===== config.mk =====
export PLATFORM = sky130hd
export DESIGN_NAME = lsu_top
export DESIGN_NICKNAME = d
export VERILOG_FILES = /design/src/hw/riscv_pkg.sv /design/src/hw/load_align.sv /design/src/hw/lsu_ctrl.sv /design/src/hw/lsu_top.sv /design/src/hw/misalign_check.sv /design/src/hw/store_align.sv
export VERILOG_INCLUDE_DIRS = /design/src /design/src/hw
export SDC_FILE = /design/constraint.sdc
export NUM_CORES = 1
export LEC_CHECK = 0
export ABC_AREA = 1
export ABC_CLOCK_PERIOD_IN_PS = 1200
export BUFFER_PORTS_ARGS = -buffer_cell sky130_fd_sc_hd__buf_2
export CORE_MARGIN = 8
export CORE_UTILIZATION = 38
export DETAILED_ROUTE_END_ITERATION = 10
export GPL_ROUTABILITY_DRIVEN = 0
export HOLD_SLACK_MARGIN = 0.08
export PLACE_DENSITY = 0.79
export SYNTH_ARGS = -nofsm -noshare
export SYNTH_HDL_FRONTEND = slang
export SYNTH_SLANG_ARGS = --single-unit

===== constraint.sdc =====
create_clock -name CLK -period 1.2 [get_ports CLK]
set_input_delay 0.06 -clock CLK [delete_from_list [all_inputs] [get_ports CLK]]
set_output_delay 0.06 -clock CLK [all_outputs]
set_load 0.005 [all_outputs]

===== src/hw/lsu_config.svh =====
//##########################################################
// Data path sizing of the LSU, include where widths are used
//##########################################################

`ifndef LSU_CONFIG_SVH
`define LSU_CONFIG_SVH

// Address and data width
// RV32 only, one word per memory transfer
`define LSU_XLEN 32

// Byte lanes per word
// Must stay LSU_XLEN / 8
`define LSU_NBYTES 4

`endif


===== src/hw/riscv_pkg.sv =====
//##########################################################
// Access size and memory control word types of the LSU
// Imported by every module that uses them
//##########################################################

package riscv_pkg;

	// Access size of a load or store
	// Encoding matches funct3[1:0] of the RV32I memory instructions
	typedef enum logic [1:0] {
		size_byte = 2'b00,
		size_half = 2'b01,
		size_word = 2'b10
	} mem_size_t;

	// Memory control word sent with every instruction
	// 5 bits wide with mem_en in the MSB
	typedef struct packed {
		// Instruction touches memory
		logic       mem_en;
		// Store when set, load otherwise
		logic       wr;
		// Byte, half or word
		mem_size_t  size;
		// Zero-extend on load (LBU, LHU)
		logic       is_unsigned;
	} mem_ctrl_t;

endpackage


===== src/hw/load_align.sv =====
//##########################################################
// Load data path: picks the addressed byte or half from the
// read word, extends it and holds the result for the core
//##########################################################

`timescale 1ns/1ns

`include "lsu_config.svh"

module load_align import riscv_pkg::*; (
	input  logic                           CLK,
	input  logic                           RSTn,

	// From lsu_ctrl, mem_valid of a pending load
	input  logic                           capture,
	input  logic [`LSU_XLEN-1:0]           mem_rdata,

	// Access info, stable until busy falls
	input  logic [$clog2(`LSU_NBYTES)-1:0] addr_lo,
	input  mem_size_t                      size,
	input  logic                           is_unsigned,

	output logic [`LSU_XLEN-1:0]           data_out
);

	// Read word shifted so the addressed lane sits at bit 0
	logic [`LSU_XLEN-1:0] shifted;
	logic [7:0]           byte_sel;
	logic [15:0]          half_sel;
	// Fill bit for the upper part
	logic                 sign_bit;
	logic [`LSU_XLEN-1:0] extended;

	assign shifted  = mem_rdata >> {addr_lo, 3'b000};
	assign byte_sel = shifted[7:0];
	assign half_sel = shifted[15:0];

	always_comb begin
		case (size)
			size_byte: begin
				sign_bit = !is_unsigned && byte_sel[7];
				extended = {{(`LSU_XLEN - 8){sign_bit}}, byte_sel};
			end
			size_half: begin
				sign_bit = !is_unsigned && half_sel[15];
				extended = {{(`LSU_XLEN - 16){sign_bit}}, half_sel};
			end
			default: begin
				// Full word, nothing to extend
				sign_bit = 1'b0;
				extended = mem_rdata;
			end
		endcase
	end

	// Result held until the next load completes
	// Stores leave it untouched
	always_ff @(posedge CLK) begin
		if (!RSTn) begin
			data_out <= '0;
		end else if (capture) begin
			data_out <= extended;
		end
	end

endmodule


===== src/hw/lsu_ctrl.sv =====
//##########################################################
// LSU control FSM: launches one memory transfer at a time,
// drives busy for the hazard unit and flags misalignment
//##########################################################

`timescale 1ns/1ns

module lsu_ctrl (
	input  logic CLK,
	input  logic RSTn,

	// Core side
	input  logic hz_data_req,
	input  logic mem_en,
	input  logic wr,
	input  logic misaligned,
	output logic busy,
	output logic err,

	// Memory handshake
	input  logic mem_rdy,
	input  logic mem_valid,
	output logic mem_req,

	// Sample strobe for load_align
	output logic capture
);

	typedef enum logic [1:0] {
		st_idle,
		st_wait_ready,
		st_wait_valid
	} state_t;

	state_t state;
	state_t next_state;

	// Core asks for an access while nothing is in flight
	logic launch;
	// Launch that actually reaches the memory
	logic go;

	assign launch = (state == st_idle) && hz_data_req && mem_en;
	assign go     = launch && !misaligned;

	always_ff @(posedge CLK) begin
		if (!RSTn) begin
			state <= st_idle;
		end else begin
			state <= next_state;
		end
	end

	// Error pulse one cycle after a misaligned launch
	always_ff @(posedge CLK) begin
		if (!RSTn) begin
			err <= 1'b0;
		end else begin
			err <= launch && misaligned;
		end
	end

	always_comb begin
		next_state = state;
		case (state)
			st_idle: begin
				// Accepted in the launch cycle if memory is ready
				if (go) begin
					next_state = mem_rdy ? st_wait_valid : st_wait_ready;
				end
			end
			st_wait_ready: begin
				if (mem_rdy) begin
					next_state = st_wait_valid;
				end
			end
			st_wait_valid: begin
				// One valid pulse per transfer, reads and writes alike
				if (mem_valid) begin
					next_state = st_idle;
				end
			end
			default: begin
				next_state = st_idle;
			end
		endcase
	end

	// Request held until the accepting cycle
	assign mem_req = go || (state == st_wait_ready);

	// Busy drops combinationally with mem_valid so the core
	// resumes in the same cycle
	assign busy = go
		|| (state == st_wait_ready)
		|| ((state == st_wait_valid) && !mem_valid);

	// wr is held stable by the core until busy falls
	assign capture = (state == st_wait_valid) && mem_valid && !wr;

endmodule


===== src/hw/lsu_top.sv =====
//##########################################################
// Load and store unit top: core enable/busy side on one end,
// memory req/ready/valid side on the other
//##########################################################

`timescale 1ns/1ns

`include "lsu_config.svh"

module lsu_top import riscv_pkg::*; (
	input  logic                   CLK,
	input  logic                   RSTn,

	// Core side
	input  logic                   hz_data_req,
	input  mem_ctrl_t              mem_ctrl,
	input  logic [`LSU_XLEN-1:0]   addr_in,
	input  logic [`LSU_XLEN-1:0]   data_in,
	output logic                   busy,
	output logic                   err,
	output logic [`LSU_XLEN-1:0]   data_out,

	// Memory side
	input  logic                   mem_rdy,
	input  logic                   mem_valid,
	input  logic [`LSU_XLEN-1:0]   mem_rdata,
	output logic                   mem_req,
	output logic                   mem_we,
	output logic [`LSU_XLEN-1:0]   mem_addr,
	output logic [`LSU_XLEN-1:0]   mem_wdata,
	output logic [`LSU_NBYTES-1:0] mem_be
);

	localparam int lo_w = $clog2(`LSU_NBYTES);

	logic [lo_w-1:0] addr_lo;
	logic            misaligned;
	logic            capture;

	// Byte offset shared by the checker and both aligners
	assign addr_lo = addr_in[lo_w-1:0];

	// Full byte address and direction go straight to memory
	assign mem_addr = addr_in;
	assign mem_we   = mem_ctrl.wr;

	lsu_ctrl u_ctrl (
		.CLK         (CLK),
		.RSTn        (RSTn),
		.hz_data_req (hz_data_req),
		.mem_en      (mem_ctrl.mem_en),
		.wr          (mem_ctrl.wr),
		.misaligned  (misaligned),
		.busy        (busy),
		.err         (err),
		.mem_rdy     (mem_rdy),
		.mem_valid   (mem_valid),
		.mem_req     (mem_req),
		.capture     (capture)
	);

	misalign_check u_misalign (
		.addr_lo    (addr_lo),
		.size       (mem_ctrl.size),
		.misaligned (misaligned)
	);

	store_align u_store (
		.data_in   (data_in),
		.addr_lo   (addr_lo),
		.size      (mem_ctrl.size),
		.mem_wdata (mem_wdata),
		.mem_be    (mem_be)
	);

	load_align u_load (
		.CLK         (CLK),
		.RSTn        (RSTn),
		.capture     (capture),
		.mem_rdata   (mem_rdata),
		.addr_lo     (addr_lo),
		.size        (mem_ctrl.size),
		.is_unsigned (mem_ctrl.is_unsigned),
		.data_out    (data_out)
	);

endmodule


===== src/hw/misalign_check.sv =====
//##########################################################
// Alignment check of a load or store address against the
// access size, combinational, feeds the control FSM
//##########################################################

`timescale 1ns/1ns

`include "lsu_config.svh"

module misalign_check import riscv_pkg::*; (
	// Low address bits, byte offset within the word
	input  logic [$clog2(`LSU_NBYTES)-1:0] addr_lo,
	input  mem_size_t                      size,
	output logic                           misaligned
);

	always_comb begin
		case (size)
			// Any byte lane is fine
			size_byte: begin
				misaligned = 1'b0;
			end
			// Halves on even addresses only
			size_half: begin
				misaligned = addr_lo[0];
			end
			// Words need both low bits clear
			size_word: begin
				misaligned = |addr_lo;
			end
			// Unused size code, refuse it like a bad address
			default: begin
				misaligned = 1'b1;
			end
		endcase
	end

endmodule


===== src/hw/store_align.sv =====
//##########################################################
// Store lane steering: replicates store data across the word
// and builds the byte enables for the addressed lanes
//##########################################################

`timescale 1ns/1ns

`include "lsu_config.svh"

module store_align import riscv_pkg::*; (
	input  logic [`LSU_XLEN-1:0]           data_in,
	input  logic [$clog2(`LSU_NBYTES)-1:0] addr_lo,
	input  mem_size_t                      size,
	output logic [`LSU_XLEN-1:0]           mem_wdata,
	output logic [`LSU_NBYTES-1:0]         mem_be
);

	// Alignment is checked upstream, addr_lo trusted here
	always_comb begin
		case (size)
			size_byte: begin
				// Low byte copied to every lane
				mem_wdata = {`LSU_NBYTES{data_in[7:0]}};
				mem_be    = `LSU_NBYTES'(1) << addr_lo;
			end
			size_half: begin
				// Low half copied to both half lanes
				mem_wdata = {(`LSU_NBYTES / 2){data_in[15:0]}};
				mem_be    = `LSU_NBYTES'(3) << addr_lo;
			end
			size_word: begin
				mem_wdata = data_in;
				mem_be    = '1;
			end
			default: begin
				// No lanes enabled for an unknown size
				mem_wdata = data_in;
				mem_be    = '0;
			end
		endcase
	end

endmodule


==> Yosys cells after proc, flatten, opt, wreduce, memory -nomap -nowiden <==
Index checks and enable logic that the tools add are counted.
{ "word_totals": {"word_cells": 41, "input_bits": 106, "register_bits": 35, "out_inout_bits": 104} }
{ "op_classes": {"n_shift": 3, "n_reduce_logical": 19, "eq_ne": 7, "mux": 9} }
{ "op_table": {"columns": ["operator", "n"], "rows": [
  ["$pmux W32 S2", 2],
  ["$shr A32 B5 Y16", 1],
  ["$pmux W4 S3", 1],
  ["$logic_and A1 B1 Y1", 9],
  ["$mux W2", 4],
  ["$pmux W2 S3", 1],
  ["$eq A2 B1 Y1 const B", 2],
  ["$eq A2 B2 Y1 const B", 2],
  ["$logic_not A1 Y1", 4],
  ["$logic_not A2 Y1", 2],
  ["$ne A2 B2 Y1 const B", 2],
  ["$shl A1 B2 Y4 const A", 1],
  ["$shl A2 B2 Y4 const A", 1],
  ["$pmux W1 S3", 1],
  ["$reduce_and A3 Y1", 1],
  ["$logic_or A1 B1 Y1", 2],
  ["$ne A2 B1 Y1 const B", 1],
  ["$reduce_or A2 Y1", 1]
]} }

==> Depth between registers and ports, before layout <==
Gate-level depths: netlist of run 1.
{ "logic_depth": {"word_depth": 6, "depth_mapped": 10} }

==> By module <==
A second synthesis of run 1 with hierarchy kept.
{ "unflattened": {"cells_unflattened": 497, "area_unflattened_um2": 2969.1} }
{ "modules_own_cells": {"columns": ["mod", "seq_area_each_um2", "area_each_um2", "cells_per_inst", "n_inst"], "rows": [
  ["load_align", 640.6, 2045.7, 332, 1],
  ["store_align", 0.0, 478.0, 102, 1],
  ["lsu_top", 0.0, 247.7, 33, 1],
  ["lsu_ctrl", 60.1, 183.9, 27, 1],
  ["misalign_check", 0.0, 13.8, 3, 1]
]} }

==> Worst setup path before layout of run 1 <==
No wires, ideal clock.
{ "synth_path": {"path_kind": "register to register", "startpoint": "register u_ctrl.state[1]", "endpoint": "register u_load.data_out[21]", "slack_ps": 18, "path_stages_with_launch": 7, "path_buffers": 1, "synth_period_minus_slack_ps": 1182, "arrival_time_ps": 1073, "cell_sequence": "dfxtp_1 -> nand4_4 -> clkbuf_1 -> a21oi_1 -> nand3_2 -> nand2_1 -> inv_1"} }
{ "synth_via": {"elab_chain_cells": 3} }
{ "synth_lines": {"columns": ["item", "line", "source"], "rows": [
  ["start, declared", "lsu_ctrl.sv:35", "state_t state;"],
  ["start signal, assigned", "lsu_ctrl.sv:48", "state <= st_idle;"],
  ["start signal, assigned", "lsu_ctrl.sv:50", "state <= next_state;"],
  ["$eq A2 B2 Y1", "lsu_ctrl.sv:99", "assign capture = (state == st_wait_valid) && mem_valid && !wr;"],
  ["$logic_and A1 B1 Y1 (2 in a row)", "lsu_ctrl.sv:99", null],
  ["end signal, assigned", "load_align.sv:62", "data_out <= extended;"],
  ["end, declared", "load_align.sv:23", "output logic [`LSU_XLEN-1:0] data_out"]
]} }
Every way passes these cells.
A chain may end at the register's enable or synchronous reset.

==> Worst setup path after layout of run 1 <==
{ "layout_path": {"startpoint": "input mem_ctrl[4] in the netlist's numbering", "endpoint": "output busy"} }
{ "layout_via": {"elab_chain_cells": 4} }
{ "layout_lines": {"columns": ["item", "line", "source"], "rows": [
  ["start, declared", "lsu_top.sv:16", "input mem_ctrl_t mem_ctrl,"],
  ["$logic_and A1 B1 Y1", "lsu_ctrl.sv:43", "assign launch = (state == st_idle) && hz_data_req && mem_en;"],
  ["$logic_and A1 B1 Y1", "lsu_ctrl.sv:44", "assign go = launch && !misaligned;"],
  ["$logic_or A1 B1 Y1", "lsu_ctrl.sv:95", "|| (state == st_wait_ready)"],
  ["$logic_or A1 B1 Y1", "lsu_ctrl.sv:96", "|| ((state == st_wait_valid) && !mem_valid);"],
  ["end, declared", "lsu_top.sv:19", "output logic busy,"]
]} }
Every way passes these cells.

==> PnR_summary.wiki, run 1 <==
{| class="wikitable"
! Metric !! Value
|-
| Area of the die || about 11000 um2
|-
| Wirelength, routed || 9980 um
|-
| Least setup slack across all paths after layout || -7.33 ps
|-
| Post-synthesis register bit count || 35
|-
| Critical path class || in -> out
|-
| Setup repair after global routing missed its margin || yes
|-
| Fraction of final layout cells with drive strength greater than 1 || a little over a third
|-
| Post-route cell area || approximately 3700 um2
|-
| Cell area after synthesis || between 2000 and 3000 um2
|-
| Source-to-sink clock delay at the later pin of the worst-skew pair || approximately 280 ps
|-
| Starting utilization of the core area || about two fifths
|-
| Detail Route Antenna Nets || 0
|-
| Area share of the largest cell type after synthesis || about 24%
|-
| Placement Rows || 32
|-
| Chip width || between 100 and 150 um
|-
| Violations in the final reports || negative setup slack
|-
| Die span in y || 103 um
|-
| Data required time of the worst path || about 1100 ps
|-
| Post-layout min period || 1210 ps
|-
| Area of the core region || roughly 7600 um2
|-
| Path category of the worst min-delay check || in -> reg
|-
| Cell repeated most along the worst path || buf_2
|-
| Cell area after placement || 3520 um2
|-
| H-tree depth || 2
|-
| Io pins || 210
|-
| Final Max Slew Viols || 0
|-
| Net count, final || 713
|-
| Final setup violation count || 1
|-
| Antenna violations before repair || 0
|-
| Worst Path Arrival || 1150 ps
|-
| Status || complete, but fails checks
|-
| Period Utilization, post-route || 101%
|-
| Rel. slew slack || between 70 and 80%
|-
| Post-synthesis sequential area ratio || between 20% and 30%
|-
| Routed wirelength normalized by instance count || between 10 and 15 um
|-
| First-pass GRT wire length || between 15000 and 20000 um
|-
| Biggest area consumer among synthesized cells || dfxtp_1
|-
| Cell variety after synth || 27
|-
| Clock sinks || 35
|-
| Detailed-router iteration count before antenna repair || 4
|-
| Register-to-Register Setup Slack || about 10 ps
|-
| Drt drc || 0
|-
| Clk pin slew, worst setup/hold paths || around 70 ps
|-
| Number of maximum-capacitance violations || 0
|-
| Number of port buffers || between 100 and 150
|-
| Synth Instances || slightly below 500
|-
| Area Growth Syn to Fin || 28.4%
|-
| Via count of the first global-routing pass || 3086
|-
| Overflow left after global routing || 0
|-
| Number of failing hold endpoints at the final stage || 0
|-
| Total global routing track utilization || between 10% and 20%
|-
| Peak ir drop on the vdd network || around 0.00057 V
|-
| Max Buffers Root-to-Sink || 2
|-
| Number of vias after detailed routing || about 3400
|-
| Largest fanout on the critical path || 3
|-
| Worst-case setup slack after placement || about 64 ps
|-
| Max stage delay cell, worst path || dlygate4sd3_1
|-
| TritonCTS buffer count || 5
|-
| # placed instances || just under 700
|-
| Synth area leaders || dfxtp_1 (24%), nand2_1 (20%), buf_4 (11%)
|-
| Crit path cell chain || dlygate4sd3_1, buf_2, nand2_1, nor2_4, nand2_2, nand3_2, buf_2
|-
| Fraction of the core area covered by cells at the end of the flow || slightly below 50%
|-
| Largest clock skew in the final design || ~4.9 ps
|-
| Total of warnings raised by yosys || 0
|-
| FMAX || 828 MHz
|-
| Lkg Pwr || 2.17 nW
|-
| Non-filler cells in the finished layout || approximately 700
|-
| Fillers || roughly 770
|-
| Largest net degree at the start of global routing || 26
|-
| DP HPWL || roughly 8300 um
|-
| PwrDens || roughly 770 nW/um2
|-
| CTS tree || built
|-
| Syn avg cell area || just under 6 um2
|-
| Net Count, Synth || 598
|-
| Transition time at the pin with the least slew margin || about 340 ps
|-
| Mean number of vias per cell || ~4.7
|-
| Crit path capture type || output port
|-
| Cell at the root of the clock tree || clkbuf_8
|-
| Worst stage delay on the critical path || ~540 ps
|-
| Crit start category || primary input
|-
| Iteration-0 DRC count of the detailed router || 201
|}
-- cell families after synthesis --
logic type,count (synthesis),share of synthesized area [%]
flops,35,24.2
compound gates,62,11.7
simple gates,272,41.3
buf+inv,123,22.8
-- critical path: cells and delay by family --
| kind | cells | cell delay [ps] |
|---|---|---|
| buffers and inverters | 3 | 780 |
| AND/OR/NAND/NOR | 4 | 290 |
-- timing repair --
action,CTS,global route
endpoints found under the setup margin,2,36
gates resized for setup,6,10
endpoints found under the hold margin,2,0
buffers inserted,3,0
hold buffers,3,0
pin swaps,3,3
-- where the power goes --
group | total, mW | switching, mW | internal (mW)
Combinational | 0.827 | 0.475 | 0.353
Clock | 0.850 | 0.400 | 0.450
Sequential | 1.19 | 0.00984 | 1.18
-- registers in the layout, indices dropped and copies added, names as in the netlist --
name             count
u_load.data_out     32
u_ctrl.state         2
u_ctrl.err           1
-- cell usage after synthesis, drive strengths merged --
library cell / number
nand4: 2
nor4: 1
nand2: 160
nor2: 56
clkinv: 1
a21oi: 26
inv: 57
o31ai: 2
o311ai: 1
nand3: 53
o21ai: 25
buf: 59
clkbuf: 6
o211ai: 8
dfxtp: 35
-- metrics by stage --
stage	TNS [ps]	hold slack, ps	power (mW)
after global routing	-1020	112	3.04
after floorplan	0	201	1.72
final	-7.33	104	2.87
after detailed placement	0	120	2.01
after global placement	0	120	2.00
after CTS	-109	87.0	2.88
-- worst paths after layout --
path | depth (start not counted) | startpoint | endpoint
worst max register to register | 7 | u_ctrl.state[1]$_SDFFE_PN0P_ | u_load.data_out[20]$_SDFFE_PN0P_
worst max-delay path | 7 | mem_ctrl[4] | busy
worst min register to register | 2 | u_load.data_out[7]$_SDFFE_PN0P_ | u_load.data_out[7]$_SDFFE_PN0P_
worst min-delay path | 3 | mem_rdata[7] | u_load.data_out[7]$_SDFFE_PN0P_
-- placed cells by master, fill, tap and decap left out, types with 2 or more instances in the layout --
| master | count |
|---|---|
| nand2_4 | 2 |
| nand2_2 | 3 |
| buf_4 | 15 |
| clkbuf_8 | 6 |
| a21oi_2 | 4 |
| inv_4 | 2 |
| inv_1 | 50 |
| buf_2 | 149 |
| dfxtp_1 | 34 |
| nand3_1 | 40 |
| nor2_2 | 2 |
| dlygate4sd3_1 | 3 |
| nor2_1 | 53 |
| a21oi_1 | 22 |
| nand2_1 | 155 |
| o31ai_1 | 2 |
| o21ai_1 | 2 |
| buf_12 | 5 |
| o211ai_1 | 8 |
| o21ai_0 | 23 |
| inv_2 | 4 |
| nand3_2 | 12 |
-- area by class of cell --
cell class	instances	area, um2	share of cell area (%)
diodes	1	2.50	0.0673
clock buffers	6	82.6	2.22
clock inverters	1	5.00	0.135
inverters	58	226	6.09
multi-input cells	334	1570	42.3
flip-flops and latches	35	702	18.9
well taps	102	128	3.43
repair buffers	173	1000	26.9
-- per-layer routing --
metal | global-route usage, % | vias to the layer above | share of wire (%)
li1 | - | 1729 | -
met1 | 23.0 | 1494 | 43
met2 | 29.2 | 121 | 47
met3 | 4.48 | 18 | 8.3
met4 | 4.45 | 0 | 1.6
met5 | 0 | - | 0
Note: power is estimated with default switching activity, not from simulation.
==> inputs of run 2 (changes only) <==
- ABC_AREA: 1 -> 0
- CORE_UTILIZATION: 38 -> 37
- PLACE_DENSITY: 0.79 -> 0.82
==> PnR_summary.wiki, run 2 <==
{| class="wikitable"
! Metric !! Value
|-
| Largest net degree at the start of global routing || 30 (+15%)
|-
| Biggest area consumer among synthesized cells || dfxtp_1
|-
| Total power after layout || 3.01 mW (+5.0%)
|-
| Final setup violation count || 36 (+35)
|-
| Post-synth top flop || dfxtp_1
|-
| Syn avg cell area || 8.30 um2 (+41%)
|-
| Number of failing hold endpoints at the final stage || 0 (unchanged)
|-
| Most common cell after layout, fill and taps aside || buf_2
|-
| # diodes || 0 (-1)
|-
| Path category of the worst min-delay check || in -> reg
|-
| Fraction of final layout cells with drive strength greater than 1 || 55.1% (+20 points)
|-
| Area of the core region || 7570 um2 (unchanged)
|-
| Number of maximum-capacitance violations || 0 (unchanged)
|-
| Final total negative setup slack || -6460 ps (-6450 ps)
|-
| Most numerous cell types in the synthesized netlist || nand2_1 (53), buf_4 (44), dfxtp_1 (35), mux2i_1 (21), o21ai_0 (21)
|-
| Post-synthesis sequential area ratio || 24.9% (+0.68 points)
|-
| Largest registers ranked by flip-flop count || u_load.data_out: 32 flops, u_ctrl.state: 2 flops, u_ctrl.err: 1 flops
|-
| Mean number of vias per cell || 5.26 (+11%)
|-
| Number of port buffers || 149 (unchanged)
|-
| Die span in y || 103 um (about the same)
|-
| Via count of the first global-routing pass || 3163 (+2.5%)
|-
| Reg2reg start || u_ctrl.state[1]$_SDFFE_PN0P_
|-
| Number of vias after detailed routing || 3090 (-8.1%)
|-
| Post-layout min period || 1520 ps (+308 ps)
|-
| Chip width || 103 um (about the same)
|-
| Clk pin slew, worst setup/hold paths || 70 ps (about the same)
|-
| Net Count, Synth || 445 (-26%)
|-
| Data required time of the worst path || 1140 ps (about the same)
|-
| Most used cells in the layout excluding fill and tap cells || buf_2 (148), nand2_1 (52), dfxtp_1 (33)
|-
| Total of warnings raised by yosys || 0 (unchanged)
|-
| Largest clock skew in the final design || 5.94 ps (+1.05 ps)
|-
| Crit start category || register
|-
| H-tree depth || 2 (unchanged)
|-
| Max stage delay cell, worst path || dfxtp_2
|-
| Setup repair after global routing missed its margin || yes
|-
| Drt drc || 0 (unchanged)
|-
| DP HPWL || 7780 um (-5.9%)
|-
| Worst Hold Endpoint || u_load.data_out[7]$_SDFFE_PN0P_
|-
| Worst Path Arrival || 1460 ps (+310 ps)
|-
| Cell count of the worst reg-to-reg path || 7 (unchanged)
|-
| Cell variety after synth || 43 (+59%)
|-
| Wirelength, routed || 10500 um (+5.0%)
|-
| Final Max Slew Viols || 0 (unchanged)
|-
| Area Growth Syn to Fin || 51.5%
|-
| Violations in the final reports || negative setup slack
|-
| First-pass GRT wire length || 15500 um (+1.5%)
|-
| Cell at the root of the clock tree || clkbuf_8
|-
| Synth Instances || 339 (-31%)
|-
| Clock sinks || 35 (unchanged)
|-
| Cell with the most instances after synthesis || nand2_1
|-
| Area share of the largest cell type after synthesis || 24.9% (+0.68 points)
|-
| Rel. slew slack || 66.0% (-11 points)
|-
| CTS tree || built
|-
| Lkg Pwr || 1.94 nW (-11%)
|-
| Net count, final || 592 (-17%)
|-
| Final hold slack || 95.2 ps (-8.56 ps)
|-
| Count of flip-flops with a built-in enable after synthesis || 0 (unchanged)
|-
| Detail Route Antenna Nets || 0 (unchanged)
|-
| Post-synthesis register bit count || 35 (unchanged)
|-
| Register bank with the most flops || u_load.data_out
|-
| Status || complete, but fails checks
|-
| TritonCTS buffer count || 5 (unchanged)
|-
| Source-to-sink clock delay at the later pin of the worst-skew pair || 290 ps (about the same)
|-
| End of the worst register-to-register path || u_load.data_out[10]$_SDFFE_PN0P_
|-
| Hold path startpoint || mem_rdata[7]
|-
| Cell area after synthesis || 2820 um2 (-2.7%)
|-
| FMAX || 660 MHz (-20%)
|-
| Transition time at the pin with the least slew margin || 511 ps (+170 ps)
|-
| Share of flip-flops with an asynchronous set or reset || 0% (unchanged)
|-
| Crit path cell chain || buf_6, nand4bb_4, o31a_1, o21ai_1, buf_2
|-
| Iteration-0 DRC count of the detailed router || 169 (-16%)
|-
| Placement Rows || 32 (unchanged)
|-
| Io pins || 210 (unchanged)
|-
| Crit path capture type || output port
|-
| Starting utilization of the core area || 37.2% (-1.0 points)
|-
| Overflow left after global routing || 0 (unchanged)
|-
| Antenna violations before repair || 0 (unchanged)
|-
| Total global routing track utilization || 18.6% (+0.67 points)
|-
| Largest fanout on the critical path || 3 (unchanged)
|-
| Critical path class || reg -> out
|-
| Detailed-router iteration count before antenna repair || 6 (+2)
|-
| Max Buffers Root-to-Sink || 2 (unchanged)
|-
| Peak ir drop on the vdd network || 0.000337 V (-41%)
|-
| Register-to-Register Setup Slack || -240 ps (-250 ps)
|-
| Period Utilization, post-route || 126% (+26 points)
|-
| Worst stage delay on the critical path || 330 ps (-210 ps)
|-
| Number of instances on the worst hold path || 3 (unchanged)
|-
| Least setup slack across all paths after layout || -315 ps (-308 ps)
|-
| Area of the die || 10700 um2 (about the same)
|-
| PwrDens || 706 nW/um2 (-8.5%)
|-
| Routed wirelength normalized by instance count || 17.8 um (+27%)
|-
| Synth area leaders || dfxtp_1 (25%), buf_4 (12%), a31oi_4 (7.6%)
|-
| Flip-flop count of the largest register, all copies and words added || 32 (unchanged)
|}
-- run 2: cell types whose count changed after synthesis, moves of 10 or more --
cell,delta
a21oi_1,-11
a31oi_4,+10
inv_1,-44
mux2_1,+12
mux2i_1,+21
nand2_1,-104
nand3_1,-41
nand3_2,-11
nor2_1,-37
o21ai_1,+15
-- run 2: how the worst max path moves through the flow --
stage | start | end | slack (ps) | cells past startpoint
final | u_ctrl.state[0]$_SDFFE_PN0P_ | busy | -320 | 5
after global routing | u_ctrl.state[0]$_SDFFE_PN0P_ | busy | -360 | 5
after CTS | u_ctrl.state[1]$_SDFFE_PN0P_ | busy | -310 | 5
after detailed placement | u_ctrl.state[0]$_SDFFE_PN0P_ | u_load.data_out[5]$_SDFFE_PN0P_ | -270 | 4
after global placement | u_ctrl.state[0]$_SDFFE_PN0P_ | u_load.data_out[3]$_SDFFE_PN0P_ | -190 | 4
after floorplan | u_ctrl.state[0]$_SDFFE_PN0P_ | u_load.data_out[24]$_SDFFE_PN0P_ | -40 | 5
-- run 2: area by class of cell --
| cell class | count | area (um2) |
|---|---|---|
| Fill cell | 661 | 3300 |
| Multi-Input combinational cell | 227 | 1880 |
| Timing Repair Buffer | 208 | 1430 |
| Sequential cell | 35 | 706 |
| Tap cell | 102 | 128 |
| Clock buffer | 6 | 82.6 |
| Inverter | 9 | 33.8 |
| Clock inverter | 1 | 5.00 |
-- run 2: report_power, final --
group | total (mW) | switching [mW] | internal (mW) | leakage, nW
Clock | 0.878 | 0.428 | 0.450 | 0.0470
Sequential | 1.18 | 0.0104 | 1.17 | 0.284
Combinational | 0.951 | 0.488 | 0.462 | 1.61
Total | 3.01 | 0.926 | 2.09 | 1.94
-- run 2: worst max-delay path: cells and delay by family, from the launching register on --
family | cells | cell delay, ps
compound gates | 2 | 390
buf+inv | 2 | 240
flops | 1 | 330
simple gates | 1 | 210
-- run 2: routing by layer --
metal,track usage (%),wire length (um)
met4,7.68,250
met2,31.9,5230
met3,4.75,973
met1,21.4,4030
met5,0,0
-- run 2: kinds of logic after synthesis --
family                 share of synthesized area (%)
AOI/OAI and AO/OA                               28.0
buffers and inverters                           18.1
DFF                                             24.9
muxes                                           13.9
and+or+nand+nor                                 15.1
-- run 2: repair_timing --
| item | 4_1_cts | 5_1_grt |
|---|---|---|
| gates resized for setup | 60 | 12 |
| buffers inserted | 7 | 7 |
| endpoints found under the hold margin | 9 | 0 |
| gates cloned | 4 | 0 |
| hold buffers | 7 | 0 |
| pin swaps | 9 | 3 |
| endpoints found under the setup margin | 36 | 37 |
-- run 2: per-stage QoR --
step                      instance area, um2  std cells  util [%]  setup slack [ps]
after floorplan                         2850        339         -             -41.5
after global placement                  3570        557      47.2              -188
after detailed placement                3570        557      47.2              -267
after CTS                               4130        582      54.6              -313
after global routing                    4270        588      56.4              -356
final                                   4270        588      56.4              -315
